[config.mk]
export PLATFORM = sky130hd
export DESIGN_NAME = pio_regs_top
export DESIGN_NICKNAME = d
export VERILOG_FILES = /design/src/hw/pio_regs_pkg.sv /design/src/hw/pio_req_if.sv /design/src/hw/pio_bus_decode.sv /design/src/hw/pio_sm_regs.sv /design/src/hw/pio_global_regs.sv /design/src/hw/pio_read_mux.sv /design/src/hw/pio_regs_top.sv
export VERILOG_INCLUDE_DIRS = /design/src /design/src/include
export SDC_FILE = /design/constraint.sdc
export NUM_CORES = 2
export LEC_CHECK = 0
export ABC_AREA = 1
export BUFFER_PORTS_ARGS = -buffer_cell sky130_fd_sc_hd__buf_2
export CORE_MARGIN = 1
export CORE_UTILIZATION = 35
export DETAILED_ROUTE_END_ITERATION = 8
export SYNTH_ARGS = -nofsm -noshare
export SYNTH_HDL_FRONTEND = slang
export SYNTH_SLANG_ARGS = --single-unit
[constraint.sdc]
create_clock -name clk -period 39.7 [get_ports clk]
set_input_delay 9.925 -clock clk [delete_from_list [all_inputs] [get_ports clk]]
set_output_delay 9.925 -clock clk [all_outputs]
set_load 0.01 [all_outputs]
[src/include/pio_regs_settings.svh]
`ifndef PIO_REGS_SETTINGS_SVH
`define PIO_REGS_SETTINGS_SVH

// bus and array sizes
`define PIO_DATA_W        32
`define PIO_ADDR_W        12
`define PIO_SM_COUNT      4
`define PIO_IMEM_DEPTH    32
`define PIO_INSTR_W       16

// global register map
`define PIO_CTRL_ADDR     12'h000
`define PIO_IRQ_ADDR      12'h030
`define PIO_IMEM_BASE     12'h048

// per machine windows, 0x18 bytes each
`define PIO_SM_BASE       12'h0C8
`define PIO_SM_STRIDE     12'h018
`define PIO_CLKDIV_OFS    12'h000
`define PIO_EXECCTRL_OFS  12'h004
`define PIO_SHIFTCTRL_OFS 12'h008
`define PIO_INSTR_OFS     12'h010
`define PIO_PINCTRL_OFS   12'h014

// writable bits
`define PIO_CTRL_MASK      32'h0000_000F
`define PIO_CLKDIV_MASK    32'hFFFF_FF00
`define PIO_EXECCTRL_MASK  32'h7FFF_FF9F
`define PIO_SHIFTCTRL_MASK 32'hFFFF_0000
`define PIO_INSTR_MASK     32'h0000_FFFF
`define PIO_IRQ_MASK       32'h0000_00FF

// reset values
`define PIO_CLKDIV_RST     32'h0001_0000
`define PIO_EXECCTRL_RST   32'h0001_F000
`define PIO_SHIFTCTRL_RST  32'h000C_0000
`define PIO_PINCTRL_RST    32'h1400_0000

`endif

[src/hw/pio_regs_pkg.sv]
`include "pio_regs_settings.svh"

package pio_regs_pkg;

  typedef struct packed {
    logic [15:0] int_part;
    logic [7:0]  frac;
    logic [7:0]  reserved;
  } pio_clkdiv_t;

  typedef struct packed {
    logic       exec_stalled;
    logic       side_en;
    logic       side_pindir;
    logic [4:0] jmp_pin;
    logic [4:0] out_en_sel;
    logic       inline_out_en;
    logic       out_sticky;
    logic [4:0] wrap_top;
    logic [4:0] wrap_bottom;
    logic [1:0] reserved;
    logic       status_sel;
    logic [3:0] status_n;
  } pio_execctrl_t;

  typedef struct packed {
    logic        fjoin_rx;
    logic        fjoin_tx;
    logic [4:0]  pull_thresh;
    logic [4:0]  push_thresh;
    logic        out_shiftdir;
    logic        in_shiftdir;
    logic        autopull;
    logic        autopush;
    logic [15:0] reserved;
  } pio_shiftctrl_t;

  typedef struct packed {
    logic [2:0] sideset_count;
    logic [2:0] set_count;
    logic [5:0] out_count;
    logic [4:0] in_base;
    logic [4:0] sideset_base;
    logic [4:0] set_base;
    logic [4:0] out_base;
  } pio_pinctrl_t;

  // one storage word, viewed by the register it holds
  typedef union packed {
    pio_clkdiv_t             clkdiv;
    pio_execctrl_t           execctrl;
    pio_shiftctrl_t          shiftctrl;
    pio_pinctrl_t            pinctrl;
    logic [`PIO_DATA_W-1:0]  raw;
  } pio_sm_word_u;

  typedef enum logic [3:0] {
    TGT_NONE,
    TGT_CTRL,
    TGT_IRQ,
    TGT_IMEM,
    TGT_CLKDIV,
    TGT_EXECCTRL,
    TGT_SHIFTCTRL,
    TGT_INSTR,
    TGT_PINCTRL
  } pio_target_e;

endpackage

[src/hw/pio_req_if.sv]
`timescale 1ns/10ps
`include "pio_regs_settings.svh"

interface pio_req_if;
  import pio_regs_pkg::*;

  logic                               wr;
  logic                               rd;
  pio_target_e                        target;
  logic [$clog2(`PIO_SM_COUNT)-1:0]   sm_index;
  logic [$clog2(`PIO_IMEM_DEPTH)-1:0] imem_index;
  logic [`PIO_DATA_W-1:0]             wdata;

  modport decoder (
    output wr, rd, target, sm_index, imem_index, wdata
  );

  modport sink (
    input wr, rd, target, sm_index, imem_index, wdata
  );

endinterface

[src/hw/pio_bus_decode.sv]
`timescale 1ns/10ps
`include "pio_regs_settings.svh"

module pio_bus_decode (
  input  logic                   clk,
  input  logic                   reset,
  input  logic                   sel,
  input  logic                   rw,
  input  logic [`PIO_ADDR_W-1:0] addr,
  input  logic [`PIO_DATA_W-1:0] wdata,
  pio_req_if.decoder             req
);
  import pio_regs_pkg::*;

  localparam int SM_IDX_W   = $clog2(`PIO_SM_COUNT);
  localparam int IMEM_IDX_W = $clog2(`PIO_IMEM_DEPTH);
  localparam logic [`PIO_ADDR_W-1:0] IMEM_END =
    `PIO_IMEM_BASE + `PIO_ADDR_W'(4 * `PIO_IMEM_DEPTH);
  localparam logic [`PIO_ADDR_W-1:0] SM_END =
    `PIO_SM_BASE + `PIO_ADDR_W'(`PIO_SM_COUNT) * `PIO_SM_STRIDE;

  pio_target_e            tgt;
  logic [SM_IDX_W-1:0]    sm_idx;
  logic [`PIO_ADDR_W-1:0] imem_ofs;
  logic [`PIO_ADDR_W-1:0] sm_ofs;
  logic [`PIO_ADDR_W-1:0] fld_ofs;

  assign imem_ofs = addr - `PIO_IMEM_BASE;
  assign sm_ofs   = addr - `PIO_SM_BASE;

  always_comb begin
    tgt     = TGT_NONE;
    sm_idx  = '0;
    fld_ofs = sm_ofs;
    // last window whose base is not above the offset
    for (int i = 0; i < `PIO_SM_COUNT; i++) begin
      if (sm_ofs >= `PIO_ADDR_W'(i) * `PIO_SM_STRIDE) begin
        sm_idx  = SM_IDX_W'(i);
        fld_ofs = sm_ofs - `PIO_ADDR_W'(i) * `PIO_SM_STRIDE;
      end
    end

    if (addr == `PIO_CTRL_ADDR) begin
      tgt = TGT_CTRL;
    end else if (addr == `PIO_IRQ_ADDR) begin
      tgt = TGT_IRQ;
    end else if (addr >= `PIO_IMEM_BASE && addr < IMEM_END && addr[1:0] == 2'b00) begin
      tgt = TGT_IMEM;
    end else if (addr >= `PIO_SM_BASE && addr < SM_END) begin
      case (fld_ofs)
        `PIO_CLKDIV_OFS:    tgt = TGT_CLKDIV;
        `PIO_EXECCTRL_OFS:  tgt = TGT_EXECCTRL;
        `PIO_SHIFTCTRL_OFS: tgt = TGT_SHIFTCTRL;
        `PIO_INSTR_OFS:     tgt = TGT_INSTR;
        `PIO_PINCTRL_OFS:   tgt = TGT_PINCTRL;
        default:            tgt = TGT_NONE;
      endcase
    end
  end

  always_ff @(posedge clk or posedge reset) begin
    if (reset) begin
      req.wr     <= 1'b0;
      req.rd     <= 1'b0;
      req.target <= TGT_NONE;
    end else begin
      req.wr <= sel & rw;
      req.rd <= sel & ~rw;
      if (sel) begin
        req.target <= tgt;
      end
    end
  end

  always_ff @(posedge clk) begin
    if (sel) begin
      req.sm_index   <= sm_idx;
      req.imem_index <= imem_ofs[IMEM_IDX_W+1:2];
      req.wdata      <= wdata;
    end
  end

endmodule

[src/hw/pio_sm_regs.sv]
`timescale 1ns/10ps
`include "pio_regs_settings.svh"

module pio_sm_regs (
  input  logic                   clk,
  input  logic                   reset,
  pio_req_if.sink                req,
  output logic [`PIO_DATA_W-1:0] sm_rdata
);
  import pio_regs_pkg::*;

  localparam int FIELD_COUNT = 5;
  localparam logic [2:0] FLD_CLKDIV    = 3'd0;
  localparam logic [2:0] FLD_EXECCTRL  = 3'd1;
  localparam logic [2:0] FLD_SHIFTCTRL = 3'd2;
  localparam logic [2:0] FLD_INSTR     = 3'd3;
  localparam logic [2:0] FLD_PINCTRL   = 3'd4;

  pio_sm_word_u sm_word [`PIO_SM_COUNT][FIELD_COUNT];
  pio_sm_word_u wr_word;
  logic [2:0]   field;
  logic         hit;

  // masked write word, built through the view of the addressed register
  always_comb begin
    hit         = 1'b1;
    field       = FLD_CLKDIV;
    wr_word.raw = req.wdata;
    case (req.target)
      TGT_CLKDIV: begin
        field          = FLD_CLKDIV;
        wr_word.clkdiv = pio_clkdiv_t'(req.wdata & `PIO_CLKDIV_MASK);
      end
      TGT_EXECCTRL: begin
        field            = FLD_EXECCTRL;
        wr_word.execctrl = pio_execctrl_t'(req.wdata & `PIO_EXECCTRL_MASK);
      end
      TGT_SHIFTCTRL: begin
        field             = FLD_SHIFTCTRL;
        wr_word.shiftctrl = pio_shiftctrl_t'(req.wdata & `PIO_SHIFTCTRL_MASK);
      end
      TGT_INSTR: begin
        field       = FLD_INSTR;
        wr_word.raw = req.wdata & `PIO_INSTR_MASK;
      end
      TGT_PINCTRL: begin
        field           = FLD_PINCTRL;
        wr_word.pinctrl = pio_pinctrl_t'(req.wdata);
      end
      default: begin
        hit = 1'b0;
      end
    endcase
  end

  always_ff @(posedge clk or posedge reset) begin
    if (reset) begin
      for (int m = 0; m < `PIO_SM_COUNT; m++) begin
        sm_word[m][FLD_CLKDIV].clkdiv       <= pio_clkdiv_t'(`PIO_CLKDIV_RST);
        sm_word[m][FLD_EXECCTRL].execctrl   <= pio_execctrl_t'(`PIO_EXECCTRL_RST);
        sm_word[m][FLD_SHIFTCTRL].shiftctrl <= pio_shiftctrl_t'(`PIO_SHIFTCTRL_RST);
        sm_word[m][FLD_INSTR].raw           <= '0;
        sm_word[m][FLD_PINCTRL].pinctrl     <= pio_pinctrl_t'(`PIO_PINCTRL_RST);
      end
    end else if (req.wr && hit) begin
      sm_word[req.sm_index][field] <= wr_word;
    end
  end

  // zero for targets outside the machine windows
  assign sm_rdata = hit ? sm_word[req.sm_index][field].raw : '0;

endmodule

[src/hw/pio_global_regs.sv]
`timescale 1ns/10ps
`include "pio_regs_settings.svh"

module pio_global_regs (
  input  logic                               clk,
  input  logic                               reset,
  input  logic                               irq_set,
  input  logic [2:0]                         irq_index,
  input  logic                               irq_value,
  pio_req_if.sink                            req,
  output logic [`PIO_DATA_W-1:0]             global_rdata,
  output logic [`PIO_SM_COUNT-1:0]           sm_enable,
  output logic [$clog2(`PIO_IMEM_DEPTH)-1:0] instr_waddr,
  output logic [`PIO_INSTR_W-1:0]            instr_wdata,
  output logic                               instr_we
);
  import pio_regs_pkg::*;

  logic [`PIO_SM_COUNT-1:0] ctrl_q;
  logic [7:0]               irq_q;
  logic [`PIO_DATA_W-1:0]   ctrl_wr;
  logic [`PIO_DATA_W-1:0]   irq_wr;
  logic                     imem_wr;

  // restart bits fall outside the mask
  assign ctrl_wr = req.wdata & `PIO_CTRL_MASK;
  assign irq_wr  = req.wdata & `PIO_IRQ_MASK;
  assign imem_wr = req.wr && (req.target == TGT_IMEM);

  always_ff @(posedge clk or posedge reset) begin
    if (reset) begin
      ctrl_q   <= '0;
      irq_q    <= '0;
      instr_we <= 1'b0;
    end else begin
      instr_we <= imem_wr;
      if (req.wr && req.target == TGT_CTRL) begin
        ctrl_q <= ctrl_wr[`PIO_SM_COUNT-1:0];
      end
      // bus write beats the set port
      if (req.wr && req.target == TGT_IRQ) begin
        irq_q <= irq_wr[7:0];
      end else if (irq_set) begin
        irq_q[irq_index] <= irq_value;
      end
    end
  end

  always_ff @(posedge clk) begin
    if (imem_wr) begin
      instr_waddr <= req.imem_index;
      instr_wdata <= req.wdata[`PIO_INSTR_W-1:0];
    end
  end

  always_comb begin
    case (req.target)
      TGT_CTRL: global_rdata = {{(`PIO_DATA_W - `PIO_SM_COUNT){1'b0}}, ctrl_q};
      TGT_IRQ:  global_rdata = {{(`PIO_DATA_W - 8){1'b0}}, irq_q};
      default:  global_rdata = '0;
    endcase
  end

  assign sm_enable = ctrl_q;

endmodule

[src/hw/pio_read_mux.sv]
`timescale 1ns/10ps
`include "pio_regs_settings.svh"

module pio_read_mux (
  input  logic                   clk,
  input  logic                   reset,
  input  logic [`PIO_DATA_W-1:0] sm_rdata,
  input  logic [`PIO_DATA_W-1:0] global_rdata,
  pio_req_if.sink                req,
  output logic [`PIO_DATA_W-1:0] rdata
);
  import pio_regs_pkg::*;

  logic [`PIO_DATA_W-1:0] rd_word;

  always_comb begin
    case (req.target)
      TGT_CLKDIV, TGT_EXECCTRL, TGT_SHIFTCTRL, TGT_INSTR, TGT_PINCTRL:
        rd_word = sm_rdata;
      TGT_CTRL, TGT_IRQ:
        rd_word = global_rdata;
      default:
        rd_word = '0;
    endcase
  end

  // holds until the next read
  always_ff @(posedge clk or posedge reset) begin
    if (reset) begin
      rdata <= '0;
    end else if (req.rd) begin
      rdata <= rd_word;
    end
  end

endmodule

[src/hw/pio_regs_top.sv]
`timescale 1ns/10ps
`include "pio_regs_settings.svh"

module pio_regs_top (
  input  logic                               clk,
  input  logic                               reset,
  input  logic                               sel,
  input  logic                               rw,
  input  logic [`PIO_ADDR_W-1:0]             addr,
  input  logic [`PIO_DATA_W-1:0]             wdata,
  input  logic                               irq_set,
  input  logic [2:0]                         irq_index,
  input  logic                               irq_value,
  output logic [`PIO_DATA_W-1:0]             rdata,
  output logic [`PIO_SM_COUNT-1:0]           sm_enable,
  output logic [$clog2(`PIO_IMEM_DEPTH)-1:0] instr_waddr,
  output logic [`PIO_INSTR_W-1:0]            instr_wdata,
  output logic                               instr_we
);

  logic [`PIO_DATA_W-1:0] sm_rdata;
  logic [`PIO_DATA_W-1:0] global_rdata;

  pio_req_if req ();

  pio_bus_decode u_bus_decode (
    .clk   (clk),
    .reset (reset),
    .sel   (sel),
    .rw    (rw),
    .addr  (addr),
    .wdata (wdata),
    .req   (req.decoder)
  );

  pio_sm_regs u_sm_regs (
    .clk      (clk),
    .reset    (reset),
    .req      (req.sink),
    .sm_rdata (sm_rdata)
  );

  pio_global_regs u_global_regs (
    .clk          (clk),
    .reset        (reset),
    .irq_set      (irq_set),
    .irq_index    (irq_index),
    .irq_value    (irq_value),
    .req          (req.sink),
    .global_rdata (global_rdata),
    .sm_enable    (sm_enable),
    .instr_waddr  (instr_waddr),
    .instr_wdata  (instr_wdata),
    .instr_we     (instr_we)
  );

  pio_read_mux u_read_mux (
    .clk          (clk),
    .reset        (reset),
    .sm_rdata     (sm_rdata),
    .global_rdata (global_rdata),
    .req          (req.sink),
    .rdata        (rdata)
  );

endmodule

==> impl_table.tex <==
\begin{tabular}{lr}
\hline
Metric & Value \\
\hline
\multicolumn{2}{l}{\textbf{Cells and area}} \\
Final antenna diode count & 0 \\
Layout area overhead & 13.4\% \\
Fill cell instance count of the final layout & 9103 \\
Layout cells sized above 1 & 11.7\% \\
Register cell area after layout & 19100 µm² \\
Non-filler cells, final & 4733 \\
Footprint of the multi-input gates & 10400 µm² \\
Final-stage net count & 3557 \\
\multicolumn{2}{l}{\textbf{Pwr}} \\
Peak VDD IR & 41.7 µV \\
Clock power frac & 45.8\% \\
Sequential cell fraction of total power & 47.9\% \\
Internal power consumption & 1.25 mW \\
Share of total power in combinational logic & 6.3\% \\
Power Dens Cells & 45.5 nW/µm² \\
Switching fraction of total power & 24.1\% \\
Leakage & 16.0 nW \\
Net load switching power & 396 µW \\
\multicolumn{2}{l}{\textbf{Critical path}} \\
Length in cells of the worst reg-to-reg path & 11 \\
Worst Path Max Fanout & 11 \\
Setup Crit Path Kind & primary input to flip-flop \\
Crit path cell chain & buf\_2 -> inv\_4 -> ha\_1 -> xnor2\_2 -> ha\_1 -> a21boi\_0 -> o21ai\_1 -> nor2\_4 -> nand3\_1 -> nand2\_1 -> nand2\_1 -> nand3\_1 -> nand3\_1 -> nor2\_1 -> nand3\_1 -> nand2\_1 -> nand2\_1 -> nand3\_1 -> nand2\_1 -> inv\_1 \\
Critical path capture point & u\_bus\_decode.req.target[0]\$\_DFFE\_PP0P\_ \\
Launching point of the worst reg2reg path & u\_bus\_decode.req.target[1]\$\_DFFE\_PP0P\_ \\
Worst reg2reg setup slack & 35.42 ns \\
Data arrival, critical path & 13.00 ns \\
Endpoint of the worst register-to-register path & u\_sm\_regs.sm\_word[271]\$\_DFFE\_PP1P\_ \\
Data required time at the worst endpoint & 40.26 ns \\
CP Launch Type & primary input \\
CP endpoint kind & flip-flop \\
Critical path origin & addr[3] \\
Delay of the slowest cell on the worst path & 0.48 ns \\
CP max-delay cell & sky130\_fd\_sc\_hd\_\_xnor2\_2 \\
\multicolumn{2}{l}{\textbf{Status}} \\
Outcome & completed \\
\multicolumn{2}{l}{\textbf{CTS}} \\
TritonCTS Buffers & 80 \\
Maximum root-to-sink buffer count & 3 \\
Number of buffers inserted to repair setup after CTS & 0 \\
Clock root cell & sky130\_fd\_sc\_hd\_\_clkbuf\_16 \\
CTS tree & yes \\
Cells resized by post-CTS repair & 0 \\
Clock latency at the later pin of the worst-skew pair & 0.62 ns \\
Number of buffers inserted for hold repair after clock tree synthesis & 0 \\
Clock Sink Count & 751 \\
Reg clk slew, reported paths & 0.06 ns \\
H-tree level count & 3 \\
\multicolumn{2}{l}{\textbf{Synth}} \\
Dominant cell by count in the synthesized netlist & sky130\_fd\_sc\_hd\_\_nand2\_1 \\
Post-synthesis area per instance & 9.18 µm² \\
\#FFs+latches synth & 751 \\
Synth top area share & 51.2\% \\
Count of flip-flops with a built-in enable after synthesis & 60 \\
Count of synthesis-stage warnings from yosys & 0 \\
Distinct cell type count after synthesis & 50 \\
Post-synthesis cell count & 3467 \\
Share of async-settable or async-resettable flops after synthesis & 92.0\% \\
Netlist Area Pre-Place & 31800 µm² \\
Post-synth top cells & 703 x sky130\_fd\_sc\_hd\_\_nand2\_1, 651 x sky130\_fd\_sc\_hd\_\_dfrtp\_1, 537 x sky130\_fd\_sc\_hd\_\_o21ai\_0, 359 x sky130\_fd\_sc\_hd\_\_inv\_1, 263 x sky130\_fd\_sc\_hd\_\_nor2\_1 \\
Most used flip-flop cell after synthesis & sky130\_fd\_sc\_hd\_\_dfrtp\_1 \\
Synth area leader & sky130\_fd\_sc\_hd\_\_dfrtp\_1 \\
Number of nets in the synthesized netlist & 3533 \\
Sequential cell area fraction in the yosys report & 60.1\% \\
Top post-synthesis cells by area & sky130\_fd\_sc\_hd\_\_dfrtp\_1 51\%, sky130\_fd\_sc\_hd\_\_o21ai\_0 8.4\%, sky130\_fd\_sc\_hd\_\_nand2\_1 8.3\% \\
\multicolumn{2}{l}{\textbf{Place}} \\
Placed Cells & 4585 \\
Number of buffer cells added on primary ports & 110 \\
Estimated wirelength of the detail-placed design & 57800 µm \\
RePlAce Congestion & 0.820 \\
Worst slack after detailed placement & 26.66 ns \\
\multicolumn{2}{l}{\textbf{Timing}} \\
Worst slew margin relative to its limit & 13.5\% \\
Final number of hold-violating endpoints & 0 \\
Setup Total Neg Slack & 0 ns \\
Final count of pins violating max slew & 0 \\
RSZ-0062 raised after global routing & false \\
Final number of setup-violating endpoints & 0 \\
Smallest setup slack after layout & 27.26 ns \\
Worst Max-Slew Pin Slew & 1.28 ns \\
Min Clock Period, post-route & 12.44 ns \\
Part of the cycle the worst path needs & 31.3\% \\
Upper clock frequency limit & 80.4 MHz \\
Final Skew & 0.0239 ns \\
\multicolumn{2}{l}{\textbf{Floorplan}} \\
Die ar. & 92100 µm² \\
Horizontal die dimension & 304 µm \\
Initial Utilization & 35.4\% \\
I/O pins & 111 \\
Number of cell rows & 110 \\
Vertical extent of the die & 304 µm \\
Placeable core region & 90000 µm² \\
\multicolumn{2}{l}{\textbf{Global routing}} \\
Maximum number of pins on one net before global-route repair & 160 \\
First-pass GRT wire length & 151000 µm \\
GRT met1 Usage & 29.7\% \\
All-layer global routing usage & 21.4\% \\
Antenna violations before repair & 0 \\
Number of global-route vias before repair & 24228 \\
Met2 Resource Use GR & 34.1\% \\
GRT Residual Overflow & 0 \\
Busiest layer in global routing & met2 \\
GR met3 Demand/Resource & 3.60\% \\
\multicolumn{2}{l}{\textbf{Drt}} \\
Residual DRC & 0 \\
Final antenna-violating net count & 0 \\
Drt wl/cell & 20.8 µm \\
Via count normalized by instance count & 5.29 \\
Pre-antenna DRT Iters & 7 \\
Total via count in the routed design & 25029 \\
WL final & 98400 µm \\
Detailed Route Iter0 Violations & 2330 \\
\multicolumn{2}{l}{\textbf{Job}} \\
\# Max-Cap Violations & 0 \\
\multicolumn{2}{l}{\textbf{Worst hold path}} \\
Min-Delay Path Class & flip-flop to flip-flop \\
\hline
\end{tabular}
[how the worst min path moves through the flow]
stage | depth (start not counted) | slack, ns | endpoint | from
2_1_floorplan | 0 | 0.40 | u_global_regs.instr_waddr[0]$_DFFE_PP_ | u_bus_decode.req.imem_index[0]$_DFFE_PP_
3_3_place_gp | 0 | 0.42 | u_global_regs.instr_waddr[0]$_DFFE_PP_ | u_bus_decode.req.imem_index[0]$_DFFE_PP_
3_5_place_dp | 0 | 0.41 | u_global_regs.instr_waddr[0]$_DFFE_PP_ | u_bus_decode.req.imem_index[0]$_DFFE_PP_
4_1_cts | 0 | 0.42 | u_global_regs.instr_wdata[12]$_DFFE_PP_ | u_bus_decode.req.wdata[12]$_DFFE_PP_
5_1_grt | 0 | 0.43 | u_global_regs.instr_wdata[12]$_DFFE_PP_ | u_bus_decode.req.wdata[12]$_DFFE_PP_
6_report | 0 | 0.42 | u_global_regs.instr_waddr[1]$_DFFE_PP_ | u_bus_decode.req.imem_index[1]$_DFFE_PP_
[sequential cells by signal (all words and copies together), names as in the netlist, 4 cells and up]
signal	count
u_sm_regs.sm_word	640
u_bus_decode.req.wdata	32
u_read_mux.rdata	32
u_global_regs.instr_wdata	16
u_global_regs.irq_q	8
u_bus_decode.req.imem_index	5
u_global_regs.instr_waddr	5
u_bus_decode.req.target	4
u_global_regs.sm_enable	4
[cells by family after synthesis]
family | share of synthesized area, %
simple gates | 14.2
compound gates | 17.5
flops | 60.1
buf+inv | 7.25
fa+ha+maj | 0.511
xor+xnor | 0.216
mux | 0.106
[cell usage in the layout (no fill, tap or decap), types with 36 or more instances in the layout]
| master | count |
|---|---|
| sky130_fd_sc_hd__o22ai_1 | 180 |
| sky130_fd_sc_hd__clkbuf_16 | 82 |
| sky130_fd_sc_hd__inv_1 | 354 |
| sky130_fd_sc_hd__a21oi_1 | 42 |
| sky130_fd_sc_hd__dfstp_2 | 40 |
| sky130_fd_sc_hd__dfrtp_1 | 650 |
| sky130_fd_sc_hd__edfxtp_1 | 60 |
| sky130_fd_sc_hd__o21ai_1 | 36 |
| sky130_fd_sc_hd__o21ai_0 | 537 |
| sky130_fd_sc_hd__a22oi_1 | 59 |
| sky130_fd_sc_hd__nand2_1 | 701 |
| sky130_fd_sc_hd__buf_4 | 52 |
| sky130_fd_sc_hd__nor2_1 | 252 |
| sky130_fd_sc_hd__nand3_1 | 87 |
| sky130_fd_sc_hd__buf_2 | 110 |
[power groups by stage]
stage                     Sequential (mW)  Clock [mW]  Combinational, mW
after CTS                           0.787       0.764              0.104
after floorplan                     0.799           0             0.0633
after global placement              0.801           0              0.103
after global routing                0.787       0.794              0.114
after detailed placement            0.801           0              0.103
final                               0.787       0.753              0.103
[per-stage QoR]
step	power, mW	instance area, µm²	hold slack [ns]	utilization, %
after floorplan	0.863	31800	0.400	-
after global placement	0.904	33500	0.421	37.2
after detailed placement	0.904	33500	0.409	37.2
after CTS	1.65	36100	0.425	40.1
after global routing	1.69	36100	0.428	40.1
final	1.64	36100	0.422	40.1
[worst max-delay path, delay by kind of cell]
family	cells	cell delay, ns
xor gates and xnor gates	1	0.48
buffers and inverters	3	0.37
AOI/OAI and AO/OA	2	0.46
and+or+nand+nor	12	1.27
adders and majority gates	2	0.50
[routing by layer]
metal | wire, µm | part of all wire, %
met3 | 6550 | 6.7
met2 | 45500 | 46
met4 | 2810 | 2.9
met5 | 0 | 0
met1 | 43500 | 44
[final cells by class]
cell class	count	share of cell area, %
clock buffers	112	6.19
clock inverters	36	1.08
inverters	385	4.04
multi-input cells	2110	28.9
flip-flops and latches	751	53.0
well taps	1176	4.08
repair buffers	163	2.66
No activity file was read; power rests on OpenSTA's default activity.
